<file path="config.mk">
export PLATFORM = sky130hd
export DESIGN_NAME = regfile
export DESIGN_NICKNAME = d
export VERILOG_FILES = /design/src/regfile.sv
export SDC_FILE = /design/constraint.sdc
export NUM_CORES = 2
export LEC_CHECK = 0
export BUFFER_PORTS_ARGS = -buffer_cell sky130_fd_sc_hd__buf_2
export CORE_MARGIN = 2
export CORE_UTILIZATION = 40
export CTS_CLUSTER_SIZE = 16
export DETAILED_ROUTE_END_ITERATION = 12
export MAX_ROUTING_LAYER = met4
export PLACE_DENSITY = 0.58
export SYNTH_ARGS = -nofsm -noshare
export SYNTH_HDL_FRONTEND = slang
export SYNTH_SLANG_ARGS = --single-unit
</file>
<file path="constraint.sdc">
create_clock -name clk -period 2.25 [get_ports clk]
set_input_delay 0.3375 -clock clk [delete_from_list [all_inputs] [get_ports clk]]
set_output_delay 0.3375 -clock clk [all_outputs]
set_load 0.005 [all_outputs]
</file>
<file path="src/regfile.sv">
`timescale 1ns/1ps

module regfile (
	input  logic        clk,
	input  logic        rst_n,
	input  logic [4:0]  rs1,
	input  logic [4:0]  rs2,
	input  logic [4:0]  rd,
	input  logic        we,
	input  logic [31:0] wdata,
	output logic [31:0] rdata1,
	output logic [31:0] rdata2
);

	logic [31:0] regs [1:31]; // x0 not stored

	always_ff @(posedge clk or negedge rst_n) begin
		if (!rst_n) begin
			for (int i = 1; i < 32; i++) begin
				regs[i] <= 32'b0;
			end
		end else if (we && (rd != 5'd0)) begin
			regs[rd] <= wdata;
		end
	end

	assign rdata1 = (rs1 == 5'd0) ? 32'b0 : regs[rs1];
	assign rdata2 = (rs2 == 5'd0) ? 32'b0 : regs[rs2];

endmodule

</file>
==> flow_metrics.env <==
export IMPL_die_area_um2=136700
export IMPL_status="complete, but fails checks"
export IMPL_grt_pass1_vias=36280
export IMPL_largest_register_ffs=992
export IMPL_clkSinkCount=992
export IMPL_grt_pass1_wl_um=260900
export IMPL_fillers=11590
export IMPL_die_y_um=369.7
export IMPL_crit_slowest_cell="mux4_2"
export IMPL_path_buf_inv=1
export IMPL_ir_drop_uv=654.2
export IMPL_multi_input_area_um2=27490
export IMPL_synth_seq_area_share_pct=46.41
export IMPL_synth_edff_count=0
export IMPL_fmax_mhz=366.2
export IMPL_powerDensity_nw_per_um2=865.1
export IMPL_path_clk_slew_ns=0.06
export IMPL_synth_async_reset_ratio_pct=100.0
export IMPL_largest_register="regs"
export IMPL_tns_ns=-22.11
export IMPL_finalSetupViolations=64
export IMPL_critPathLaunch="regs[529]"
export IMPL_critical_path_arrival_ns=2.39
export IMPL_worstRegToRegCells=3
export IMPL_final_instance_count_excl_fill=5768
export IMPL_fin_crit_sh_pct=121.4
export IMPL_grt_max_degree=129
export IMPL_cts_root_buf="clkbuf_16"
export IMPL_place_gp_congestion=0.8392
export IMPL_dr_pass1_iters=5
export IMPL_cp_depth=5
export IMPL_yosysWarningCount=0
export IMPL_h_tree_depth=3
export IMPL_whs_ns=0.07783
export IMPL_start_util_pct=40.18
export IMPL_grt_total_usage_pct=26.93
export IMPL_cts_path_max_buffers=3
export IMPL_nNetsFinal=3957
export IMPL_finalCriticalPeriod_ns=2.731
export IMPL_cts_tree="built"
export IMPL_fin_util_pct=48.56
export IMPL_drtAntennaViolNets=0
export IMPL_placedCellCount=5502
export IMPL_ioPinCount=114
export IMPL_p_leak_nw=28.49
export IMPL_failed_checks="negative setup slack"
export IMPL_rows=134
export IMPL_r2r_start="regs[24]"
export IMPL_drv_slew=0
export IMPL_viasPerCell=6.153
export IMPL_syn_instance_count=3612
export IMPL_antenna_found_initial=8
export IMPL_syn_to_final_growth_pct=20.86
export IMPL_vias=35490
export IMPL_wl_per_cell_um=30.98
export IMPL_netlist_area_um2=53490
export IMPL_startpoint_type="flop"
export IMPL_dp_hpwl_um=112500
export IMPL_drc=0
export IMPL_worst_slack_ns=-0.4807
export IMPL_ys_ff_latch=992
export IMPL_r2r_end="regs[24]"
export IMPL_timing_worst_setup_path_type="reg -> out"
export IMPL_worstMarginPinSlew_ns=0.7688
export IMPL_routed_wl_um=178700
export IMPL_r2r_slack_ns=1.24
export IMPL_crit_family="multiplexers"
export IMPL_portBuffers=113
export IMPL_die_w_um=369.7
export IMPL_postSynthAreaPerCell_um2=14.81
export IMPL_synth_nets=3662
export IMPL_rsz0062_at_grt="yes"
export IMPL_drive_gt1_share_pct=58.12
export IMPL_cap_viol_max_count=0
export IMPL_core_area_um2=133100
export IMPL_place_ws_ns=-0.4164
export IMPL_slowest_delay_ns=0.50
export IMPL_cp_max_fo=3
export IMPL_cp_cell_sequence="mux4_2, mux2i_1, o22ai_1, or3_4, buf_6"
export IMPL_top_regs="regs (992)"
export IMPL_finClkSkew_ns=0
export IMPL_endpoint="rdata1[17]"
export IMPL_hold_viol_final=0
export IMPL_cts_buffers=114
export IMPL_clk_latency_ns=0.73
export IMPL_synth_main_ff_cell="dfrtp_1"
export IMPL_hp_class="in -> async"
export IMPL_cp_end_kind="primary output"
export IMPL_grt_overflow_total=0
export IMPL_slew_headroom_pct=48.64
export IMPL_cp_data_required_time_ns=1.91
export IMPL_regArea_um2=24820
export IMPL_drt_iter0_drc=3206
export IMPL_synth_cell_types=46
==> synth_stat cells, types with 21 or more instances <==
cell,count,area share [%]
a221oi_1,43,0.70
a22oi_1,102,1.4
and3_1,29,0.34
buf_2,162,1.5
buf_4,38,0.53
clkbuf_1,161,1.1
dfrtp_1,992,46
mux2_2,1050,22
mux2i_1,267,5.0
mux4_2,377,16
nand2_1,21,0.15
nor2_1,33,0.23
nor2b_1,44,0.51
nor3_1,32,0.30
o211ai_1,32,0.45
o31a_1,28,0.46
==> final cells by class <==
class / count / share of cell area [%]
Tap cell: 1768 / 3.422
Sequential cell: 992 / 38.40
Multi-Input combinational cell: 2219 / 42.52
Clock buffer: 160 / 5.276
Timing Repair Buffer: 571 / 9.395
Clock inverter: 46 / 0.9290
Inverter: 9 / 0.05226
Antenna cell: 3 / 0.01161
==> where the power goes <==
part	total [mW]	switching (mW)	internal (mW)	leakage (nW)
sequential	24.0	2.60	21.4	12.7
combinational	12.2	4.76	7.43	13.8
clock	19.8	7.89	11.9	1.99
total	55.9	15.3	40.7	28.5
==> metrics by stage <==
stage	instance area (um^2)	power [mW]
global route	64650	58.27
global placement	59580	35.35
finish	64650	55.93
detailed placement	59580	35.65
CTS	64230	55.98
floorplan	53490	31.56
==> logic make-up after synthesis <==
kind of cell	share of synthesized area, %
buffers and inverters	3.658
and+or+nand+nor	2.051
muxes	43.37
DFF	46.41
AOI/OAI and AO/OA	4.510
==> metal layers <==
metal	global-route usage (%)	vias to the layer above	part of all wire, %
met4	7.411	0	2.6
met1	37.37	19400	44
met2	41.29	1177	47
met5	-	-	0
met3	4.022	284	5.9
li1	-	14630	-
==> cells in the final DEF (no fill, tap or decap), types with 9 or more instances in the layout <==
cell type  netlist  routed
a221oi_1        43      26
mux2i_1        267     253
o22a_1          16      16
clkbuf_8         0      30
bufinv_16        0      12
o31a_1          28      28
a22oi_2          0      12
a22oi_1        102      90
buf_2          162      95
a221oi_2         0      16
clkinv_2         0      23
dfrtp_1        992     992
nand2_4          0       9
o211ai_1        32      32
mux2i_2          0      13
nor2b_1         44      34
nor2_4           1      13
and3_1          29      27
a221o_1         17      17
clkbuf_1       161      12
buf_12           0     152
mux2_1          19      18
mux4_2         377     377
nand3_1         16      11
mux2_2        1050    1049
nor3_1          32      29
clkbuf_16        0     118
buf_4           38     296
o22ai_1         18      10
buf_6           14      22
nor2_1          33      20
==> timing repair <==
item	in CTS	in global routing
hold endpoints to repair	321	0
buffers inserted	43	21
gates resized for setup	76	49
hold buffers	1	0
pin swaps	45	30
endpoints found under the setup margin	64	64
==> worst min-delay path by stage <==
stage,start,endpoint,cells past startpoint
2_1_floorplan,rst_n,regs[0],0
3_3_place_gp,rst_n,regs[61],1
3_5_place_dp,rst_n,regs[157],1
4_1_cts,rst_n,regs[157],2
5_1_grt,rst_n,regs[157],2
6_report,rst_n,regs[157],2
Power figures use the tool's default switching activity.
