[config.mk]
export PLATFORM = sky130hd
export DESIGN_NAME = exu
export DESIGN_NICKNAME = d
export VERILOG_FILES = /design/src/rv_core_pkg.sv /design/src/exu.sv
export SDC_FILE = /design/constraint.sdc
export NUM_CORES = 1
export LEC_CHECK = 0
export ABC_AREA = 0
export ABC_CLOCK_PERIOD_IN_PS = 5300
export BUFFER_PORTS_ARGS = -buffer_cell sky130_fd_sc_hd__buf_2
export CAP_MARGIN = 20
export CORE_MARGIN = 10
export CORE_UTILIZATION = 30
export DETAILED_ROUTE_END_ITERATION = 8
export SLEW_MARGIN = 10
export SYNTH_ARGS = -nofsm -noshare
export SYNTH_HDL_FRONTEND = slang
export SYNTH_SLANG_ARGS = --single-unit
[constraint.sdc]
create_clock -name vclk -period 5.3
set_input_delay 0.53 -clock vclk [all_inputs]
set_output_delay 0.53 -clock vclk [all_outputs]
set_load 0.03 [all_outputs]
[src/rv_core_pkg.sv]
package rv_core_pkg;

	localparam logic [31:0] RESET_PC = 32'h0000_0000;
	localparam int DMEM_WORDS = 256;
	localparam int DMEM_AW = $clog2(DMEM_WORDS); // word index width
	localparam logic [31:0] EBREAK_INST = 32'h0010_0073;

	typedef enum logic [6:0] {
		opc_lui    = 7'b0110111,
		opc_auipc  = 7'b0010111,
		opc_jal    = 7'b1101111,
		opc_jalr   = 7'b1100111,
		opc_branch = 7'b1100011,
		opc_load   = 7'b0000011,
		opc_store  = 7'b0100011,
		opc_op_imm = 7'b0010011,
		opc_op     = 7'b0110011,
		opc_system = 7'b1110011
	} opcode_e;

	// one entry per implemented instruction
	typedef enum logic [4:0] {
		alu_none,
		alu_lui,
		alu_auipc,
		alu_jal,
		alu_jalr,
		alu_beq,
		alu_bne,
		alu_bge,
		alu_lw,
		alu_lbu,
		alu_sb,
		alu_sh,
		alu_sw,
		alu_addi,
		alu_sltiu,
		alu_xori,
		alu_andi,
		alu_slli,
		alu_srai,
		alu_add,
		alu_sll,
		alu_sltu,
		alu_and,
		alu_ebreak
	} alu_op_e;

	typedef struct packed {
		alu_op_e     alu_op;
		logic [4:0]  rs1;
		logic [4:0]  rs2;
		logic [4:0]  rd;
		logic [31:0] imm;
		logic        reg_we;
		logic        is_load;
		logic        is_store;
		logic        is_halt;
	} decoded_t;

	typedef struct packed {
		logic [31:0] val;
		logic        jump_taken;
		logic [31:0] jump_target;
	} exu_result_t;

	typedef struct packed {
		logic        valid;
		logic        wen;
		logic [31:0] addr;
		logic [31:0] wdata;
		logic [3:0]  wmask;
		logic        load_byte; // zero-extended low byte for lbu
	} mem_req_t;

	typedef struct packed {
		logic        valid;
		logic [31:0] pc;
		logic [4:0]  rd;
		logic [31:0] wdata;
		logic        we;
	} commit_t;

endpackage

[src/exu.sv]
`timescale 1ns/1ps

module exu (
	input  rv_core_pkg::decoded_t    dec,
	input  logic [31:0]              src1,
	input  logic [31:0]              src2,
	input  logic [31:0]              pc,
	input  logic [31:0]              mem_rdata,
	output rv_core_pkg::exu_result_t result,
	output rv_core_pkg::mem_req_t    mem_req
);

	logic [31:0] src1_imm;
	logic [31:0] pc_imm;
	logic [31:0] pc_plus4;
	logic        eq;
	logic        ge_signed;

	assign src1_imm = src1 + dec.imm;
	assign pc_imm = pc + dec.imm;
	assign pc_plus4 = pc + 32'd4;
	assign eq = (src1 == src2);
	assign ge_signed = ($signed(src1) >= $signed(src2));

	always_comb begin
		result = '0;
		case (dec.alu_op)
			rv_core_pkg::alu_lui: result.val = dec.imm;
			rv_core_pkg::alu_auipc: result.val = pc_imm;
			rv_core_pkg::alu_jal: begin
				result.val = pc_plus4; // link
				result.jump_taken = 1'b1;
				result.jump_target = pc_imm;
			end
			rv_core_pkg::alu_jalr: begin
				result.val = pc_plus4;
				result.jump_taken = 1'b1;
				result.jump_target = {src1_imm[31:1], 1'b0};
			end
			rv_core_pkg::alu_beq: begin
				result.jump_taken = eq;
				result.jump_target = pc_imm;
			end
			rv_core_pkg::alu_bne: begin
				result.jump_taken = !eq;
				result.jump_target = pc_imm;
			end
			rv_core_pkg::alu_bge: begin
				result.jump_taken = ge_signed;
				result.jump_target = pc_imm;
			end
			rv_core_pkg::alu_lw, rv_core_pkg::alu_lbu: result.val = mem_rdata; // shaped in lsu
			rv_core_pkg::alu_addi: result.val = src1_imm;
			rv_core_pkg::alu_sltiu: result.val = {31'b0, src1 < dec.imm};
			rv_core_pkg::alu_xori: result.val = src1 ^ dec.imm;
			rv_core_pkg::alu_andi: result.val = src1 & dec.imm;
			rv_core_pkg::alu_slli: result.val = src1 << dec.imm[4:0];
			rv_core_pkg::alu_srai: result.val = $signed(src1) >>> dec.imm[4:0];
			rv_core_pkg::alu_add: result.val = src1 + src2;
			rv_core_pkg::alu_sll: result.val = src1 << src2[4:0];
			rv_core_pkg::alu_sltu: result.val = {31'b0, src1 < src2};
			rv_core_pkg::alu_and: result.val = src1 & src2;
			default: result = '0;
		endcase
	end

	always_comb begin
		mem_req = '0;
		mem_req.valid = dec.is_load || dec.is_store;
		mem_req.wen = dec.is_store;
		mem_req.addr = src1_imm;
		mem_req.wdata = src2;
		mem_req.load_byte = (dec.alu_op == rv_core_pkg::alu_lbu);
		case (dec.alu_op)
			rv_core_pkg::alu_sb: mem_req.wmask = 4'h1;
			rv_core_pkg::alu_sh: mem_req.wmask = 4'h3;
			rv_core_pkg::alu_sw: mem_req.wmask = 4'hf;
			default: mem_req.wmask = 4'h0;
		endcase
	end

endmodule

==> flow_results.org <==
** Run status
- Result of the run :: finished, final reports clean

** Pwr
- Total chip power :: 2050 uW
- Static Leak :: 0.00699 uW
- Peak ir drop on the vdd network :: 0.0905 mV
- Power density over cell area :: 134 nW/um^2

** Timing
- Final worst-path cycle share :: 96.7%
- Setup violations remaining at the end of the flow were counted as 0.
- The hold violation total from the final report is 0.
- At the pin with the least slew margin, the transition time is 1070 ps.
- Worst slew margin relative to its limit :: 26.7%
- Subtracting the final worst setup slack from the clock period gives 5120 ps.
- Setup repair after global routing left no endpoint under its margin.
- Hold is met by 1330 ps.
- Static timing analysis puts the maximum clock frequency at 195 MHz.
- Total Neg Setup Slack :: 0 ps
- Fin. max-slew vios :: 0

** Cells and area
- For this run, the share of the core covered by cells in the final layout is 35.4%.
- Leaving out fill and tap cells, the most frequent cells in the layout are buf_2 (303), nand2_1 (204), a21oi_1 (177).
- The layout has 0 clock buffers.
- # diodes :: 0
- Register cell area after layout :: 0 sq um
- The area growth from synthesis to layout is 16.3%.
- The net count of the finished layout is 2,531.
- Leaving out fill and tap cells, the most frequent cell in the layout is buf_2.
- Flip-flop and latch count :: 0
- Fraction of final layout cells sized beyond drive strength 1 :: 21.1%

** Clocking
- In this run the post-CTS setup repair buffer count came out at 0.
- Number of buffers inserted for hold repair after clock tree synthesis :: 0
- Number of resized instances in the post-cts repair step :: 0

** Detailed routing
- The detailed router placed 16,900 vias in this run.
- DRT Wirelength :: 76.7 mm
- The count of nets left with antenna violations once routing finished came out at 0.
- Number of iterations in the first detailed-routing pass :: 8
- Routed length per placed instance :: 27.7 um
- After the first detailed-routing iteration, the DRC count stood at 2,129.
- Via-per-instance ratio :: 6.10
- Final routed DRC violation total :: 0

** Floorplan
- Number of standard-cell rows in the floorplan :: 76
- Overall die height :: 229 um
- The initial utilization of the core area, before any placement, comes to 30.4%.
- The region available for standard cell placement spans 43,200 sq um.
- Top-level port count :: 320
- Area enclosed by the die boundary :: 52,500 sq um
- Measured along the x axis, the die boundary spans 229 um.

** Place
- Count of input and output buffers :: 303
- The wire-length estimate of the detail-placed layout is 64.1 mm.
- Routability-driven placement congestion ratio :: 1.04

** Worst hold path
- Worst hold path cell count :: 2
- Class of the tightest hold or removal check :: in -> out
- Start point of the worst hold path :: dec[1]
- Hold Path End :: mem_req[69]

** GRT
- For this run, global-route usage on met3 was measured as 4.67%.
- First-pass GRT wire length :: 110 mm
- Maximum number of pins on one net before global-route repair :: 45
- Fraction of met1 tracks used by global routing :: 36.0%
- For this run the aggregate overflow at the end of global routing stands at 0.
- Global route hottest layer :: met2
- Met2 global-route usage :: 44.1%
- The via count of the first global-routing pass came to 16,200.
- Initial antenna violation count :: 5
- Global routing used 27.2% of the available tracks.

** Setup path
- For the worst setup path, the data arrival time is 4590 ps.
- Element type at the critical path start :: primary input
- STA classifies the critical path endpoint as an output port.
- Data on the critical path is required at its endpoint by 4770 ps.
- Top fanout value on the critical path :: 8
- The worst setup path is of the in -> out kind.

** Run
- Across the run, the number of max-cap violations was 0.

** Synthesis
- The cell area that synthesis handed to floorplanning was 13,100 sq um.
- Simple-gate share of the synthesized area :: 21.5%
- The biggest area contributor in the post-synthesis netlist is ha_1.
- Seq/Total Area, Yosys :: 0%
- Post-synthesis average cell area :: 6.74 sq um
- Synthesis warning total :: 0
- Area fraction in compound gates after synthesis :: 32.7%
- After synthesis, the largest family of logic cells by area is compound AO/OA/AOI/OAI gates.
- Post-Synth Adder-Cell Area :: 15.5%
- Multiplexer area fraction after synthesis :: 12.7%
- Counting every instance in the synthesized netlist gives 1,949.
- Number of nets in the synthesized netlist :: 2,294
- Ranking of synthesized cells by area :: ha_1 (15%), mux2i_1 (7.4%), a21oi_1 (6.8%)
- Of the post-synthesis cell area, the dominant cell type holds 15.1%.
- The netlist uses 89 different library cells.
- Area share of xor/xnor cells in the synthesized design :: 7.54%
## cell type report
type	instances	area, sq um
fill	4804	27900
timing repair buffer	383	2150
inverter	145	544
tap	585	732
multi-input combinational	1656	11900
## routing by layer
layer	part of all wire (%)	routed length (um)	up-vias
met3	10	7660	145
met4	3.5	2720	10
met2	45	34600	1041
met5	0.099	76	-
li1	-	-	7606
met1	41	31700	8098
## worst max path at each step
stage,slack [ps],cells past startpoint,to,from
after floorplan,420,16,result[31],dec[6]
after global placement,350,16,result[63],src1[1]
after detailed placement,300,16,result[63],src1[1]
after CTS,290,16,result[63],src1[1]
after global routing,60,17,result[63],src1[0]
final,180,16,result[63],src1[1]
## per-stage QoR
stage	instance area, sq um	std cells	worst slack [ps]
after global placement	15300	2768	350
after detailed placement	15300	2768	297
final	15300	2769	177
after CTS	15300	2768	293
after global routing	15300	2769	57.3
after floorplan	13100	1949	418
## cell usage after synthesis, types with 17 or more instances
cell type and instances:
o221ai_1 28, a21oi_1 179, a211oi_1 27, nand3_1 39, a221o_1 17, nor2_1 169, o21bai_1 27, clkbuf_1 80
xor2_1 33, mux4_2 18, o211ai_1 26, buf_2 21, buf_4 35, nand4_1 24, o22ai_1 27, ha_1 158
nor2b_1 29, a31oi_1 25, a21o_1 21, a221oi_1 34, xnor2_1 80, nor3_1 27, o21ai_0 126, nand2_1 204
inv_1 143, nand2b_1 27, mux2i_1 97
## logic make-up (layout without fill, tap and decap cells)
logic type      after synthesis  count (layout)
compound gates              647             647
xor+xnor                    113             113
fa+ha+maj                   161             161
buf+inv                     293             528
mux                         135             135
simple gates                600             600
## power by group
| group | switching [uW] | internal [uW] | total, uW |
|---|---|---|---|
| registers | 0 | 0 | 0 |
| logic | 1380 | 668 | 2050 |
| clock network | 0 | 0 | 0 |
| total | 1380 | 668 | 2050 |
## critical path: stages
cell and delay [ps]:
buf_2 170, inv_1 210, fa_1 260, o21bai_1 90, a21oi_1 330, o21ai_1 240, buf_4 210, a2111oi_2 550
o211ai_1 270, nor4b_1 220, o31a_1 280, o211ai_1 330, o21ai_0 230, xnor2_1 210, o221ai_1 210, buf_2 250
No activity file was read; power rests on OpenSTA's default activity.
