<file path="config.mk">
export PLATFORM = sky130hd
export DESIGN_NAME = idu
export DESIGN_NICKNAME = d
export VERILOG_FILES = /design/src/rv_core_pkg.sv /design/src/idu.sv
export SDC_FILE = /design/constraint.sdc
export NUM_CORES = 1
export LEC_CHECK = 0
export BUFFER_PORTS_ARGS = -buffer_cell sky130_fd_sc_hd__buf_2
export CAP_MARGIN = 40
export CORE_UTILIZATION = 25
export DETAILED_ROUTE_END_ITERATION = 6
export PLACE_DENSITY = 0.54
export RECOVER_POWER = 50
export SETUP_SLACK_MARGIN = 0.15
export SLEW_MARGIN = 15
export SYNTH_ARGS = -nofsm -noshare
export SYNTH_HDL_FRONTEND = slang
export SYNTH_SLANG_ARGS = --single-unit
</file>
<file path="constraint.sdc">
create_clock -name vclk -period 3.5
set_input_delay 0.7 -clock vclk [all_inputs]
set_output_delay 0.7 -clock vclk [all_outputs]
set_load 0.01 [all_outputs]
</file>
<file path="src/rv_core_pkg.sv">
package rv_core_pkg;

	localparam logic [31:0] RESET_PC = 32'h0000_0000;
	localparam int DMEM_WORDS = 256;
	localparam int DMEM_AW = $clog2(DMEM_WORDS); // word index width
	localparam logic [31:0] EBREAK_INST = 32'h0010_0073;

	typedef enum logic [6:0] {
		opc_lui    = 7'b0110111,
		opc_auipc  = 7'b0010111,
		opc_jal    = 7'b1101111,
		opc_jalr   = 7'b1100111,
		opc_branch = 7'b1100011,
		opc_load   = 7'b0000011,
		opc_store  = 7'b0100011,
		opc_op_imm = 7'b0010011,
		opc_op     = 7'b0110011,
		opc_system = 7'b1110011
	} opcode_e;

	// one entry per implemented instruction
	typedef enum logic [4:0] {
		alu_none,
		alu_lui,
		alu_auipc,
		alu_jal,
		alu_jalr,
		alu_beq,
		alu_bne,
		alu_bge,
		alu_lw,
		alu_lbu,
		alu_sb,
		alu_sh,
		alu_sw,
		alu_addi,
		alu_sltiu,
		alu_xori,
		alu_andi,
		alu_slli,
		alu_srai,
		alu_add,
		alu_sll,
		alu_sltu,
		alu_and,
		alu_ebreak
	} alu_op_e;

	typedef struct packed {
		alu_op_e     alu_op;
		logic [4:0]  rs1;
		logic [4:0]  rs2;
		logic [4:0]  rd;
		logic [31:0] imm;
		logic        reg_we;
		logic        is_load;
		logic        is_store;
		logic        is_halt;
	} decoded_t;

	typedef struct packed {
		logic [31:0] val;
		logic        jump_taken;
		logic [31:0] jump_target;
	} exu_result_t;

	typedef struct packed {
		logic        valid;
		logic        wen;
		logic [31:0] addr;
		logic [31:0] wdata;
		logic [3:0]  wmask;
		logic        load_byte; // zero-extended low byte for lbu
	} mem_req_t;

	typedef struct packed {
		logic        valid;
		logic [31:0] pc;
		logic [4:0]  rd;
		logic [31:0] wdata;
		logic        we;
	} commit_t;

endpackage

</file>
<file path="src/idu.sv">
`timescale 1ns/1ps

module idu (
	input  logic [31:0]           inst,
	output rv_core_pkg::decoded_t dec
);

	rv_core_pkg::opcode_e opc;
	logic [2:0] funct3;
	logic [6:0] funct7;
	logic [31:0] imm_i;
	logic [31:0] imm_s;
	logic [31:0] imm_b;
	logic [31:0] imm_u;
	logic [31:0] imm_j;

	assign opc = rv_core_pkg::opcode_e'(inst[6:0]);
	assign funct3 = inst[14:12];
	assign funct7 = inst[31:25];

	assign imm_i = {{20{inst[31]}}, inst[31:20]};
	assign imm_s = {{20{inst[31]}}, inst[31:25], inst[11:7]};
	assign imm_b = {{19{inst[31]}}, inst[31], inst[7], inst[30:25], inst[11:8], 1'b0};
	assign imm_u = {inst[31:12], 12'b0};
	assign imm_j = {{11{inst[31]}}, inst[31], inst[19:12], inst[20], inst[30:21], 1'b0};

	always_comb begin
		dec = '0;
		dec.alu_op = rv_core_pkg::alu_none;
		dec.rs1 = inst[19:15];
		dec.rs2 = inst[24:20];
		dec.rd = inst[11:7];
		case (opc)
			rv_core_pkg::opc_lui: begin
				dec.alu_op = rv_core_pkg::alu_lui;
				dec.imm = imm_u;
			end
			rv_core_pkg::opc_auipc: begin
				dec.alu_op = rv_core_pkg::alu_auipc;
				dec.imm = imm_u;
			end
			rv_core_pkg::opc_jal: begin
				dec.alu_op = rv_core_pkg::alu_jal;
				dec.imm = imm_j;
			end
			rv_core_pkg::opc_jalr: begin
				dec.imm = imm_i;
				if (funct3 == 3'b000) dec.alu_op = rv_core_pkg::alu_jalr;
			end
			rv_core_pkg::opc_branch: begin
				dec.imm = imm_b;
				case (funct3)
					3'b000: dec.alu_op = rv_core_pkg::alu_beq;
					3'b001: dec.alu_op = rv_core_pkg::alu_bne;
					3'b101: dec.alu_op = rv_core_pkg::alu_bge;
					default: dec.alu_op = rv_core_pkg::alu_none;
				endcase
			end
			rv_core_pkg::opc_load: begin
				dec.imm = imm_i;
				case (funct3)
					3'b010: dec.alu_op = rv_core_pkg::alu_lw;
					3'b100: dec.alu_op = rv_core_pkg::alu_lbu;
					default: dec.alu_op = rv_core_pkg::alu_none;
				endcase
			end
			rv_core_pkg::opc_store: begin
				dec.imm = imm_s;
				case (funct3)
					3'b000: dec.alu_op = rv_core_pkg::alu_sb;
					3'b001: dec.alu_op = rv_core_pkg::alu_sh;
					3'b010: dec.alu_op = rv_core_pkg::alu_sw;
					default: dec.alu_op = rv_core_pkg::alu_none;
				endcase
			end
			rv_core_pkg::opc_op_imm: begin
				dec.imm = imm_i;
				case (funct3)
					3'b000: dec.alu_op = rv_core_pkg::alu_addi;
					3'b011: dec.alu_op = rv_core_pkg::alu_sltiu;
					3'b100: dec.alu_op = rv_core_pkg::alu_xori;
					3'b111: dec.alu_op = rv_core_pkg::alu_andi;
					3'b001: if (funct7 == 7'b0000000) dec.alu_op = rv_core_pkg::alu_slli;
					3'b101: if (funct7 == 7'b0100000) dec.alu_op = rv_core_pkg::alu_srai;
					default: dec.alu_op = rv_core_pkg::alu_none;
				endcase
			end
			rv_core_pkg::opc_op: begin
				if (funct7 == 7'b0000000) begin
					case (funct3)
						3'b000: dec.alu_op = rv_core_pkg::alu_add;
						3'b001: dec.alu_op = rv_core_pkg::alu_sll;
						3'b011: dec.alu_op = rv_core_pkg::alu_sltu;
						3'b111: dec.alu_op = rv_core_pkg::alu_and;
						default: dec.alu_op = rv_core_pkg::alu_none;
					endcase
				end
			end
			rv_core_pkg::opc_system: begin
				if (inst == rv_core_pkg::EBREAK_INST) dec.alu_op = rv_core_pkg::alu_ebreak;
			end
			default: dec.alu_op = rv_core_pkg::alu_none;
		endcase

		case (dec.alu_op)
			rv_core_pkg::alu_none, rv_core_pkg::alu_ebreak,
			rv_core_pkg::alu_beq, rv_core_pkg::alu_bne, rv_core_pkg::alu_bge,
			rv_core_pkg::alu_sb, rv_core_pkg::alu_sh, rv_core_pkg::alu_sw: dec.reg_we = 1'b0;
			default: dec.reg_we = 1'b1;
		endcase
		dec.is_load = (dec.alu_op == rv_core_pkg::alu_lw) || (dec.alu_op == rv_core_pkg::alu_lbu);
		dec.is_store = (dec.alu_op == rv_core_pkg::alu_sb) || (dec.alu_op == rv_core_pkg::alu_sh) ||
			(dec.alu_op == rv_core_pkg::alu_sw);
		dec.is_halt = (dec.alu_op == rv_core_pkg::alu_ebreak);
		if (!dec.reg_we) dec.rd = 5'd0; // no destination
	end

endmodule

</file>
==> flow_summary.json <==
{
  "synth_mux_area_share_pct": 0.808,
  "drtPass1Iterations": 4,
  "syn_area_mm2": 0.00124,
  "worst_setup_path_start_kind": "input port",
  "yosysMostFrequentCell": "a21o_1",
  "drv_cap": 0,
  "io_buffers": 88,
  "worst_slack_ps": -34.0,
  "grt_pass1_vias": 1806,
  "finalHoldViolCount": 0,
  "wl_mm": 5.60,
  "cp_max_fo": 6,
  "p_comb_share_pct": 100.0,
  "gp_congestion": 0.907,
  "fin_tns_setup_ps": -120,
  "power_switching_w": 0.0000944,
  "setup_viol": 5,
  "antenna_left": 0,
  "synth_top_area_share_pct": 12.1,
  "synth_xor_area_share_pct": 1.41,
  "finalCritPeriodShare_pct": 101,
  "antenna_cells": 0,
  "routedWlPerCell_um": 14.7,
  "hold_path.class": "input port to output port",
  "final_area_mm2": 0.00232,
  "cts_hold_buf": 0,
  "outcome": "complete, but fails checks",
  "die_y_um": 72.4,
  "vias": 1945,
  "postPlaceCellArea_mm2": 0.00207,
  "slew_violations": 0,
  "track_usage_pct": 20.7,
  "ys_seq_area_share_pct": 0,
  "placementRows": 25,
  "worst-setup-path-type": "input port to output port",
  "instances_no_fill": 382,
  "synth_simple_gate_area_share_pct": 46.9,
  "n_clock_buffer": 0,
  "violations": "setup timing",
  "syn_nets": 223,
  "post_synth.cell_area_avg_um2": 6.49,
  "finish.utilization_pct": 48.8,
  "antenna_found_initial": 0,
  "tightestPinTransition_ps": 457,
  "ys_top_cells_by_count": "a21o_1, nor2_1, and2_1",
  "switching_share_pct": 50.0,
  "grt_pass1_wl_mm": 8.76,
  "placed_cells_incl_taps": 375,
  "initial_core_util_pct": 26.1,
  "hold_start": "inst[25]",
  "p_clk_share_pct": 0,
  "synth_top_family_by_area": "simple AND/OR/NAND/NOR gates",
  "intPower_w": 0.0000943,
  "synthToLayoutAreaGrowth_pct": 87.2,
  "synth_compound_area_share_pct": 35.2,
  "ir_drop_mv": 0.0349,
  "yosys.area.top_type": "a21o_1",
  "worstPathRequired_ps": 2800,
  "holdPathEnd": "dec[29]",
  "die_w_um": 72.4,
  "ys_types": 49,
  "fin_crit_ps": 3530,
  "relSlewSlack_pct": 69.5,
  "drc": 0,
  "netlist_top_cells_area": "a21o_1, buf_4, and2_1",
  "synthCells": 191,
  "drive_gt1_share_pct": 54.3,
  "design.seq.count": 0,
  "ys_warn_count": 0,
  "arrival_ps": 2830,
  "power_density_mw_per_mm2": 81.4,
  "fmax_mhz": 283,
  "end_kind": "output port",
  "n_fill_cell": 538,
  "p_leak_nw": 1.31,
  "hpwlAfterDp_mm": 4.51,
  "regArea_um2": 0,
  "routed_via_density": 5.09,
  "fin_nets": 349,
  "rsz0062_at_grt": "true",
  "p_seq_share_pct": 0,
  "grt_max_degree": 14,
  "min_delay_path_depth": 3,
  "grt_overflow_total": 0,
  "synth_fa_ha_area_share_pct": 0,
  "core_area_mm2": 0.00475,
  "fp.dieArea_mm2": 0.00524,
  "drtIter0Drc": 86,
  "ios": 88
}
per-stage QoR:
step	hold WS (ps)	worst slack (ps)	total power, W
after global routing	1710	-113	0.000203
after floorplan	1490	126	0.0000759
after global placement	1710	-175	0.000166
final	1690	-34.0	0.000189
after CTS	1690	-46.7	0.000176
after detailed placement	1710	-208	0.000165
layout make-up:
class                      instances  area [µm²]  share of cell area, %
multi-input combinational        153        1200                   51.8
inverter                          11        41.3                   1.78
tap                               67        83.8                   3.62
timing repair buffer             151         993                   42.8
placed cells by master (no fill, tap or decap), drive strengths merged, types with 3 or more instances in the layout:
| cell type | count |
|---|---|
| clkbuf | 14 |
| and3 | 3 |
| nand3 | 5 |
| and2 | 13 |
| a31oi | 9 |
| o21ai | 5 |
| or4 | 5 |
| nand3b | 5 |
| nand2 | 6 |
| nor4b | 4 |
| a21o | 20 |
| nor4 | 8 |
| nand4 | 6 |
| a31o | 3 |
| inv | 11 |
| a22o | 4 |
| nor2 | 14 |
| buf | 137 |
| nor3 | 6 |
timing repair:
action,in CTS,in global routing
pin swaps,4,6
setup buffers,3,3
setup endpoints to repair,17,18
gates resized for setup,21,33
worst max-delay path, cell delays in order:
cell	delay, ps
buf_8	100
nor4_4	290
nand2_2	110
or4_4	540
a31o_1	220
or4_4	420
buf_8	150
a31oi_2	150
buf_2	150
worst max-delay path by stage:
stage | start | to | slack [ps]
3_5_place_dp | inst[12] | dec[37] | -210
2_1_floorplan | inst[14] | dec[36] | 130
6_report | inst[26] | dec[37] | -30
3_3_place_gp | inst[12] | dec[37] | -180
5_1_grt | inst[0] | dec[37] | -110
4_1_cts | inst[26] | dec[37] | -50
layer usage:
layer	vias up	share of wire, %	GRT usage [%]
met5	-	0	0
met4	0	1.1	2.18
met3	4	6.2	0.972
met2	70	48	34.9
met1	902	45	29.8
li1	969	-	-
power groups by stage:
stage	combinational (W)	sequential [W]	clock [W]
6_report	0.000189	0	0
5_1_grt	0.000203	0	0
4_1_cts	0.000176	0	0
3_5_place_dp	0.000165	0	0
3_3_place_gp	0.000166	0	0
2_1_floorplan	0.0000759	0	0
kinds of logic (layout without fill, tap and decap cells):
| family | count (synthesis) | in the layout |
|---|---|---|
| muxes | 1 | 1 |
| xor gates and xnor gates | 2 | 2 |
| buffers and inverters | 38 | 162 |
| and+or+nand+nor | 92 | 92 |
| AOI/OAI and AO/OA | 58 | 58 |
Note: power is estimated with default switching activity, not from simulation.
