## src/rv_core_pkg.sv

```systemverilog
package rv_core_pkg;

	localparam logic [31:0] RESET_PC = 32'h0000_0000;
	localparam int DMEM_WORDS = 256;
	localparam int DMEM_AW = $clog2(DMEM_WORDS); // word index width
	localparam logic [31:0] EBREAK_INST = 32'h0010_0073;

	typedef enum logic [6:0] {
		opc_lui    = 7'b0110111,
		opc_auipc  = 7'b0010111,
		opc_jal    = 7'b1101111,
		opc_jalr   = 7'b1100111,
		opc_branch = 7'b1100011,
		opc_load   = 7'b0000011,
		opc_store  = 7'b0100011,
		opc_op_imm = 7'b0010011,
		opc_op     = 7'b0110011,
		opc_system = 7'b1110011
	} opcode_e;

	// one entry per implemented instruction
	typedef enum logic [4:0] {
		alu_none,
		alu_lui,
		alu_auipc,
		alu_jal,
		alu_jalr,
		alu_beq,
		alu_bne,
		alu_bge,
		alu_lw,
		alu_lbu,
		alu_sb,
		alu_sh,
		alu_sw,
		alu_addi,
		alu_sltiu,
		alu_xori,
		alu_andi,
		alu_slli,
		alu_srai,
		alu_add,
		alu_sll,
		alu_sltu,
		alu_and,
		alu_ebreak
	} alu_op_e;

	typedef struct packed {
		alu_op_e     alu_op;
		logic [4:0]  rs1;
		logic [4:0]  rs2;
		logic [4:0]  rd;
		logic [31:0] imm;
		logic        reg_we;
		logic        is_load;
		logic        is_store;
		logic        is_halt;
	} decoded_t;

	typedef struct packed {
		logic [31:0] val;
		logic        jump_taken;
		logic [31:0] jump_target;
	} exu_result_t;

	typedef struct packed {
		logic        valid;
		logic        wen;
		logic [31:0] addr;
		logic [31:0] wdata;
		logic [3:0]  wmask;
		logic        load_byte; // zero-extended low byte for lbu
	} mem_req_t;

	typedef struct packed {
		logic        valid;
		logic [31:0] pc;
		logic [4:0]  rd;
		logic [31:0] wdata;
		logic        we;
	} commit_t;

endpackage

```

## src/ifu.sv

```systemverilog
`timescale 1ns/1ps

module ifu (
	input  logic                     clk,
	input  logic                     rst_n,
	input  rv_core_pkg::exu_result_t exu_res,
	input  logic                     halt_req,
	output logic [31:0]              pc,
	output logic                     halted
);

	logic [31:0] pc_plus4;
	logic [31:0] next_pc;

	assign pc_plus4 = pc + 32'd4;
	assign next_pc = exu_res.jump_taken ? exu_res.jump_target : pc_plus4;

	always_ff @(posedge clk or negedge rst_n) begin
		if (!rst_n) begin
			pc <= rv_core_pkg::RESET_PC;
			halted <= 1'b0;
		end else begin
			if (!halted && !halt_req) begin
				pc <= next_pc;
			end
			if (halt_req) begin
				halted <= 1'b1; // sticky until reset
			end
		end
	end

endmodule

```

## config.mk

```make
export PLATFORM = sky130hd
export DESIGN_NAME = ifu
export DESIGN_NICKNAME = d
export VERILOG_FILES = /design/src/rv_core_pkg.sv /design/src/ifu.sv
export SDC_FILE = /design/constraint.sdc
export NUM_CORES = 1
export LEC_CHECK = 0
export BUFFER_PORTS_ARGS = -buffer_cell sky130_fd_sc_hd__buf_2
export CORE_UTILIZATION = 45
export CTS_CLUSTER_SIZE = 16
export DETAILED_ROUTE_END_ITERATION = 12
export HOLD_SLACK_MARGIN = 0.06
export MAX_ROUTING_LAYER = met4
export PLACE_DENSITY = 0.78
export SETUP_SLACK_MARGIN = 0.3
export SLEW_MARGIN = 25
export SYNTH_ARGS = -nofsm -noshare
export SYNTH_HDL_FRONTEND = slang
export SYNTH_SLANG_ARGS = --single-unit
```

## constraint.sdc

```tcl
create_clock -name clk -period 5.3 [get_ports clk]
set_clock_uncertainty 0.1 [all_clocks]
set_input_delay 0.265 -clock clk [delete_from_list [all_inputs] [get_ports clk]]
set_output_delay 0.265 -clock clk [all_outputs]
set_load 0.01 [all_outputs]
```

==> results of run 1 <==
[area by class of cell]
cell class,count,area [um2]
timing repair buffer,71,365
inverter,4,15.0
multi-input combinational,194,1210
sequential,33,826
fill,423,1870
clock buffer,7,86.3
tap,52,65.1
[worst reg2reg max path, stage by stage, from the launching register on]
cell and delay (ps):
dfrtp_1 490, and4_1 290, nand3_1 500, nor4_2 420, mux2_1 370, nor2_1 110
[layout by cell type, fill, tap and decap left out, drive strengths merged, types with 3 or more instances in the layout]
cell / instances
buf: 70
dfrtp: 33
a21oi: 24
o21ai: 24
nand3: 24
nand2: 18
nor2: 18
nor4: 11
and3: 9
nor3: 8
clkbuf: 7
nand4: 5
o22ai: 5
a2bb2oi: 5
mux2i: 5
inv: 4
or3: 3
a31oi: 3
nor2b: 3
a22oi: 3
o2bb2ai: 3
mux2: 3
[power by group through the flow]
stage               clock network (uW)  logic [uW]  registers, uW
global route                       210         109            301
floorplan                            0        43.6            307
detailed placement                   0        97.7            301
finish                             194        98.2            297
global placement                     0        95.8            300
CTS                                197        98.7            297
[metal layers]
| layer | up-vias | global-route usage [%] | wire [um] |
|---|---|---|---|
| li1 | 1064 | - | - |
| met1 | 1031 | 31.5 | 2520 |
| met2 | 79 | 38.8 | 2700 |
| met3 | 14 | 4.56 | 364 |
| met4 | 0 | 11.6 | 134 |
| met5 | - | - | 0 |
[sequential cells by signal, summed over array words and instances, names as in the netlist]
name    count
pc         32
halted      1
[stage by stage]
| stage | total power [uW] | worst slack, ps | utilization [%] |
|---|---|---|---|
| after floorplan | 350 | 3450 | - |
| after global placement | 396 | 2860 | 55.5 |
| after detailed placement | 399 | 2870 | 55.5 |
| after CTS | 592 | 2880 | 57.7 |
| after global routing | 619 | 2780 | 57.9 |
| final | 589 | 2950 | 57.9 |
[path summary, 6_finish.rpt]
| check | depth (start not counted) | endpoint | from | slack (ps) |
|---|---|---|---|---|
| hold / removal | 2 | pc[0]$_DFFE_PN0P_ | exu_res[0] | 110 |
| setup reg to reg | 5 | pc[26]$_DFFE_PN0P_ | pc[5]$_DFFE_PN0P_ | 2950 |
| hold reg to reg | 1 | pc[0]$_DFFE_PN0P_ | pc[0]$_DFFE_PN0P_ | 400 |
| min in group asynchronous | 2 | pc[2]$_DFFE_PN0P_ | rst_n | 490 |
| setup / recovery | 5 | pc[26]$_DFFE_PN0P_ | pc[5]$_DFFE_PN0P_ | 2950 |
| max in group asynchronous | 2 | pc[21]$_DFFE_PN0P_ | rst_n | 4120 |
[kinds of logic (layout without fill, tap and decap cells)]
logic type               Yosys count  after routing  synth area share, %
flip-flops                        33             33                 38.7
buffers and inverters             23             82                 4.81
adder cells (fa/ha/maj)            1              1                0.587
AO/OA/AOI/OAI                     80             80                 23.1
AND/OR/NAND/NOR                  105            105                 28.8
multiplexers                       8              8                 3.93
==> results.tsv, run 1 <==
stage	metric	value	unit
outcome	status	finished with violations	
outcome	violations	DRC	
global_route	antenna_found_initial	0	
detailed_routing	drtIter0Drc	147	
clock_network	cts_hold_buffers	1	
detailed_routing	ant_nets	0	
critical_path	crit_chain	and4_1 > nand3_1 > nor4_2 > mux2_1 > nor2_1	
critical_path	cp_num_buf_inv	0	
global_route	grt_pass1_vias	2107	
critical_path	crit_family	simple AND/OR/NAND/NOR gates	
layout	num-nets-final	378	
layout	layout-drive-gt1-share	28.8	%
sta	maxSlewHeadroom	38.5	%
critical_path	crit_path_start_kind	register	
pwr	power_density	229	nW/um2
global_route	grt_pass1_wl	9630	um
detailed_routing	drc	2	
detailed_routing	drt-vias-per-instance	6.06	
floorplanning	die_w	70.8	um
critical_path	cp.arrival	2460	ps
yosys	synthesis.area	2130	um2
clock_network	clk_pin_slew	70	ps
min_path	hold_path_class	primary input to register	
sta	hold_violations	0	
pwr	clkPwrFrac	32.9	%
yosys	yosysTopAreaCellShare	38.7	%
pwr	p_leak	0.00115	uW
yosys	synth_top_flop_cell	dfrtp_1	
pwr	p_comb_share	16.7	%
critical_path	cp-end-kind	register	
sta	rsz0062_at_grt	no	
pwr	p_sw	170	uW
critical_path	cp_max_fo	11	
floorplanning	io_pins	101	
layout	finalNonFillerCells	361	
layout	synthToLayoutAreaGrowth	20.7	%
sta	holdWs	114	ps
clock_network	clk_latency	290	ps
sta	setup_violations	0	
global_route	grt_overflow	0	
yosys	synthTopCellsByArea	dfrtp_1 39%, a21oi_1 5.6%, o21ai_0 5.4%, nand3_1 5.2%, nand2_1 3.2%	
place	port_buffers	68	
yosys	syn_area_per_cell	8.53	um2
place	placed_cells	353	
clock_network	cts_max_level	2	
sta	final.setup.tns	0	ps
clock_network	clockBufferDepth	2	
layout	num_antenna_cells	0	
yosys	synth_edf_count	0	
global_route	grt_usage	24.9	%
critical_path	slowest_delay	500	ps
yosys	yosysMostFrequentCell	dfrtp_1	
pwr	seqPwrFrac	50.5	%
sta	fin_crit_sh	44.3	%
detailed_routing	post_drt_wl_per_cell	15.8	um
yosys	ys_seq_area_share	38.7	%
critical_path	critPathKind	register to register	
floorplanning	fp.dieH	70.8	um
pwr	internal-power	419	uW
detailed_routing	drtPass1Iterations	8	
yosys	syn_inst	250	
place	gp_congestion	0.837	
flow_run	max_cap_violations	0	
yosys	ys_top_cells_by_count	33 x dfrtp_1, 24 x a21oi_1, 23 x o21ai_0, 22 x nand3_1	
clock_network	cts_buffers	5	
clock_network	post_cts_resized	0	
critical_path	required	5410	ps
floorplanning	initial_core_util	48.0	%
clock_network	clock_sinks	33	
sta	fin_crit	2350	ps
yosys	async_flop_share	100	%
yosys	ys_seq_elements	33	
place	hpwl	3790	um
yosys	ys_types	47	
floorplanning	core_region_area	4440	um2
detailed_routing	vias	2188	
detailed_routing	wl	5720	um
clock_network	cts_setup_buffers	0	
place	placed_area	2470	um2
pwr	switching_share	28.8	%
clock_network	cts_tree	yes	
sta	fmax	426	MHz
yosys	yosys_warnings	0	
sta	report.final.slew_viol_count	0	
pwr	vdd_drop_max	0.119	mV
clock_network	cts-root-buf	clkbuf_8	
floorplanning	die_area	5020	um2
yosys	synth_top_cell_by_area	dfrtp_1	
yosys	syn-num-nets	319	
sta	tightest_slew	923	ps
floorplanning	rows	24	
critical_path	crit_slowest_cell	nand3_1	
layout	design_area	2570	um2
global_route	grt_start_max_net_pins	55	
No activity file was read; power rests on OpenSTA's default activity.
==> inputs of run 2 (changes only) <==
--- a/config.mk
+++ b/config.mk
@@ -5,13 +5,14 @@
 export SDC_FILE = /design/constraint.sdc
 export NUM_CORES = 1
 export LEC_CHECK = 0
+export ABC_AREA = 1
 export BUFFER_PORTS_ARGS = -buffer_cell sky130_fd_sc_hd__buf_2
-export CORE_UTILIZATION = 45
+export CORE_UTILIZATION = 44
 export CTS_CLUSTER_SIZE = 16
 export DETAILED_ROUTE_END_ITERATION = 12
 export HOLD_SLACK_MARGIN = 0.06
 export MAX_ROUTING_LAYER = met4
-export PLACE_DENSITY = 0.78
+export PLACE_DENSITY = 0.77
 export SETUP_SLACK_MARGIN = 0.3
 export SLEW_MARGIN = 25
 export SYNTH_ARGS = -nofsm -noshare
==> constraint.sdc (replaced) <==
create_clock -name clk -period 2 [get_ports clk]
set_clock_uncertainty 0.1 [all_clocks]
set_input_delay 0.1 -clock clk [delete_from_list [all_inputs] [get_ports clk]]
set_output_delay 0.1 -clock clk [all_outputs]
set_load 0.01 [all_outputs]
==> results.tsv, run 2 <==
stage	metric	value	unit
outcome	status	completed	
layout	final_util	60.8	%
pwr	internal-power	1350	uW
detailed_routing	ant_nets	0	
global_route	antenna_found_initial	0	
critical_path	reg2reg_depth	10	
yosys	syn_inst	403	
clock_network	clk_latency	290	ps
place	hpwl	5110	um
critical_path	cp.arrival	1710	ps
floorplanning	die_w	77.7	um
detailed_routing	drc	0	
clock_network	clk_pin_slew	70	ps
yosys	async_flop_share	100	%
layout	multiInputGateArea	1500	um2
yosys	syn-num-nets	472	
yosys	ys_seq_area_share	32.8	%
layout	top_regs	pc (32), halted (1)	
critical_path	reg2reg_slack	380	ps
global_route	grt_overflow	0	
yosys	synthTopCellsByArea	dfrtp_1 33%, nand2_1 25%, nor2_1 8.3%, nand3_1 6.4%, inv_1 5.7%	
min_path	worstHoldPathCells	5	
pwr	seqPwrFrac	43.5	%
detailed_routing	post_drt_wl_per_cell	12.7	um
critical_path	timing.rr.end	pc[28]$_DFFE_PN0P_	
yosys	yosysTopAreaCellShare	32.8	%
pwr	p_leak	0.00175	uW
global_route	grt_pass1_vias	2698	
layout	mostFrequentLayoutCells	165 x nand2_1, 68 x buf_2, 54 x nor2_1	
yosys	ys_types	31	
critical_path	crit_chain	ha_4 > nand2_4 > nor2_4 > nand2_4 > nor2_4 > nand2_2 > nand2_1 > nand3_1 > nand2_1 > nand2_1	
layout	regMostFlops	pc	
floorplanning	fp.dieH	77.7	um
clock_network	cts-root-buf	clkbuf_8	
clock_network	clock_sinks	33	
layout	regArea	831	um2
floorplanning	die_area	6040	um2
sta	fin_crit_sh	81.2	%
yosys	synth_top_flop_cell	dfrtp_1	
sta	report.final.slew_viol_count	0	
pwr	p_sw	704	uW
yosys	synthesis.area	2520	um2
sta	tightest_slew	793	ps
min_path	hold_end	pc[15]$_DFFE_PN0P_	
yosys	ys_seq_elements	33	
place	placed_area	2920	um2
layout	fillCellCount	534	
yosys	synth_top_cell_by_area	dfrtp_1	
critical_path	cp_num_buf_inv	0	
floorplanning	rows	27	
yosys	syn_area_per_cell	6.26	um2
floorplanning	initial_core_util	45.8	%
sta	fin_crit	1620	ps
critical_path	slowest_delay	440	ps
layout	num-nets-final	570	
clock_network	cts_buffers	5	
sta	hold_violations	0	
critical_path	cp_max_fo	6	
pwr	switching_share	34.2	%
yosys	ys_top_cells_by_count	166 x nand2_1, 56 x nor2_1, 38 x inv_1, 33 x dfrtp_1, 32 x nand3_1	
min_path	hold_path_class	primary input to register	
global_route	grt_start_max_net_pins	34	
clock_network	cts_tree	yes	
layout	final_common_cell	nand2_1	
sta	fmax	616	MHz
layout	num_antenna_cells	0	
detailed_routing	drt-vias-per-instance	4.99	
global_route	grt_pass1_wl	12100	um
layout	largest_register_ffs	32	
pwr	power_density	614	nW/um2
floorplanning	core_region_area	5510	um2
yosys	synth_edf_count	0	
sta	final.setup.tns	0	ps
sta	rsz0062_at_grt	yes	
sta	maxSlewHeadroom	47.1	%
critical_path	cp-end-kind	register	
min_path	hold_path_startpoint	exu_res[15]	
layout	design_area	3350	um2
critical_path	crit_family	simple AND/OR/NAND/NOR gates	
global_route	grt_usage	26.1	%
clock_network	cts_max_level	2	
critical_path	crit_slowest_cell	dfrtp_2	
pwr	clkPwrFrac	30.1	%
critical_path	critPathKind	register to register	
critical_path	reg2reg_from	pc[3]$_DFFE_PN0P_	
detailed_routing	vias	2857	
critical_path	crit_path_start_kind	register	
critical_path	crit_cells	10	
layout	layout-drive-gt1-share	24.0	%
critical_path	required	2080	ps
yosys	yosysMostFrequentCell	nand2_1	
critical_path	crit_path_frequent_cell	nand2_1	
sta	setup_violations	0	
detailed_routing	drtIter0Drc	232	
place	gp_congestion	0.913	
pwr	vdd_drop_max	0.411	mV
yosys	yosys_warnings	0	
layout	synthToLayoutAreaGrowth	32.9	%
detailed_routing	wl	7270	um
detailed_routing	drtPass1Iterations	4	
place	port_buffers	68	
clock_network	clockBufferDepth	2	
pwr	p_comb_share	26.5	%
flow_run	max_cap_violations	0	
floorplanning	io_pins	101	
-- run 2: final cells by class --
type | count | share of cell area, %
repair buffers | 101 | 19.6
well taps | 72 | 2.69
multi-input cells | 316 | 44.8
inverters | 44 | 5.00
clock buffers | 5 | 2.05
clock inverters | 2 | 1.05
flip-flops and latches | 33 | 24.8
-- run 2: metrics by stage --
stage	setup WS [ps]	hold slack (ps)	cells	power, uW
detailed placement	337	125	537	1390
CTS	310	61.1	571	2050
global placement	367	120	537	1370
global route	297	104	573	2180
finish	376	65.6	573	2060
floorplan	442	-296	403	1180
-- run 2: cell families (layout without fill, tap and decap cells) --
group           count (synthesis)  after routing  share of synthesized area, %
simple gates                  289            289                          51.4
buf+inv                        54            152                          8.83
xor+xnor                        3              3                          1.04
compound gates                 23             23                          5.51
flops                          33             33                          32.8
fa+ha+maj                       1              1                         0.496
-- run 2: worst max path at each step --
stage	slack [ps]	endpoint	from
3_5_place_dp	340	pc[22]$_DFFE_PN0P_	pc[2]$_DFFE_PN0P_
2_1_floorplan	440	pc[22]$_DFFE_PN0P_	pc[2]$_DFFE_PN0P_
3_3_place_gp	370	pc[26]$_DFFE_PN0P_	pc[3]$_DFFE_PN0P_
5_1_grt	300	pc[25]$_DFFE_PN0P_	pc[16]$_DFFE_PN0P_
4_1_cts	310	pc[22]$_DFFE_PN0P_	pc[3]$_DFFE_PN0P_
6_report	380	pc[28]$_DFFE_PN0P_	pc[3]$_DFFE_PN0P_
-- run 2: timing repair --
action	4_1_cts	5_1_grt
hold buffers	27	0
setup buffers	0	2
resized for setup	0	13
endpoints found under the setup margin	0	19
hold endpoints to repair	59	0
-- run 2: per-layer routing --
layer	up-vias	part of all wire (%)	track usage [%]
met3	16	5.8	2.71
met1	1289	43	31.7
met5	-	0	-
met2	105	49	43.4
met4	0	2.3	12.6
li1	1447	-	-
-- run 2: worst min-delay path, cell delays in order --
cell,delay (ps)
buf_2,80
nand2_1,60
nand3_1,90
nand2_1,50
inv_1,40
-- run 2: power groups by stage --
stage | logic [uW] | registers (uW) | clock network, uW
after detailed placement | 494 | 897 | 0
after CTS | 536 | 885 | 632
final | 544 | 894 | 618
after global placement | 481 | 892 | 0
after floorplan | 268 | 910 | 0
after global routing | 614 | 908 | 654
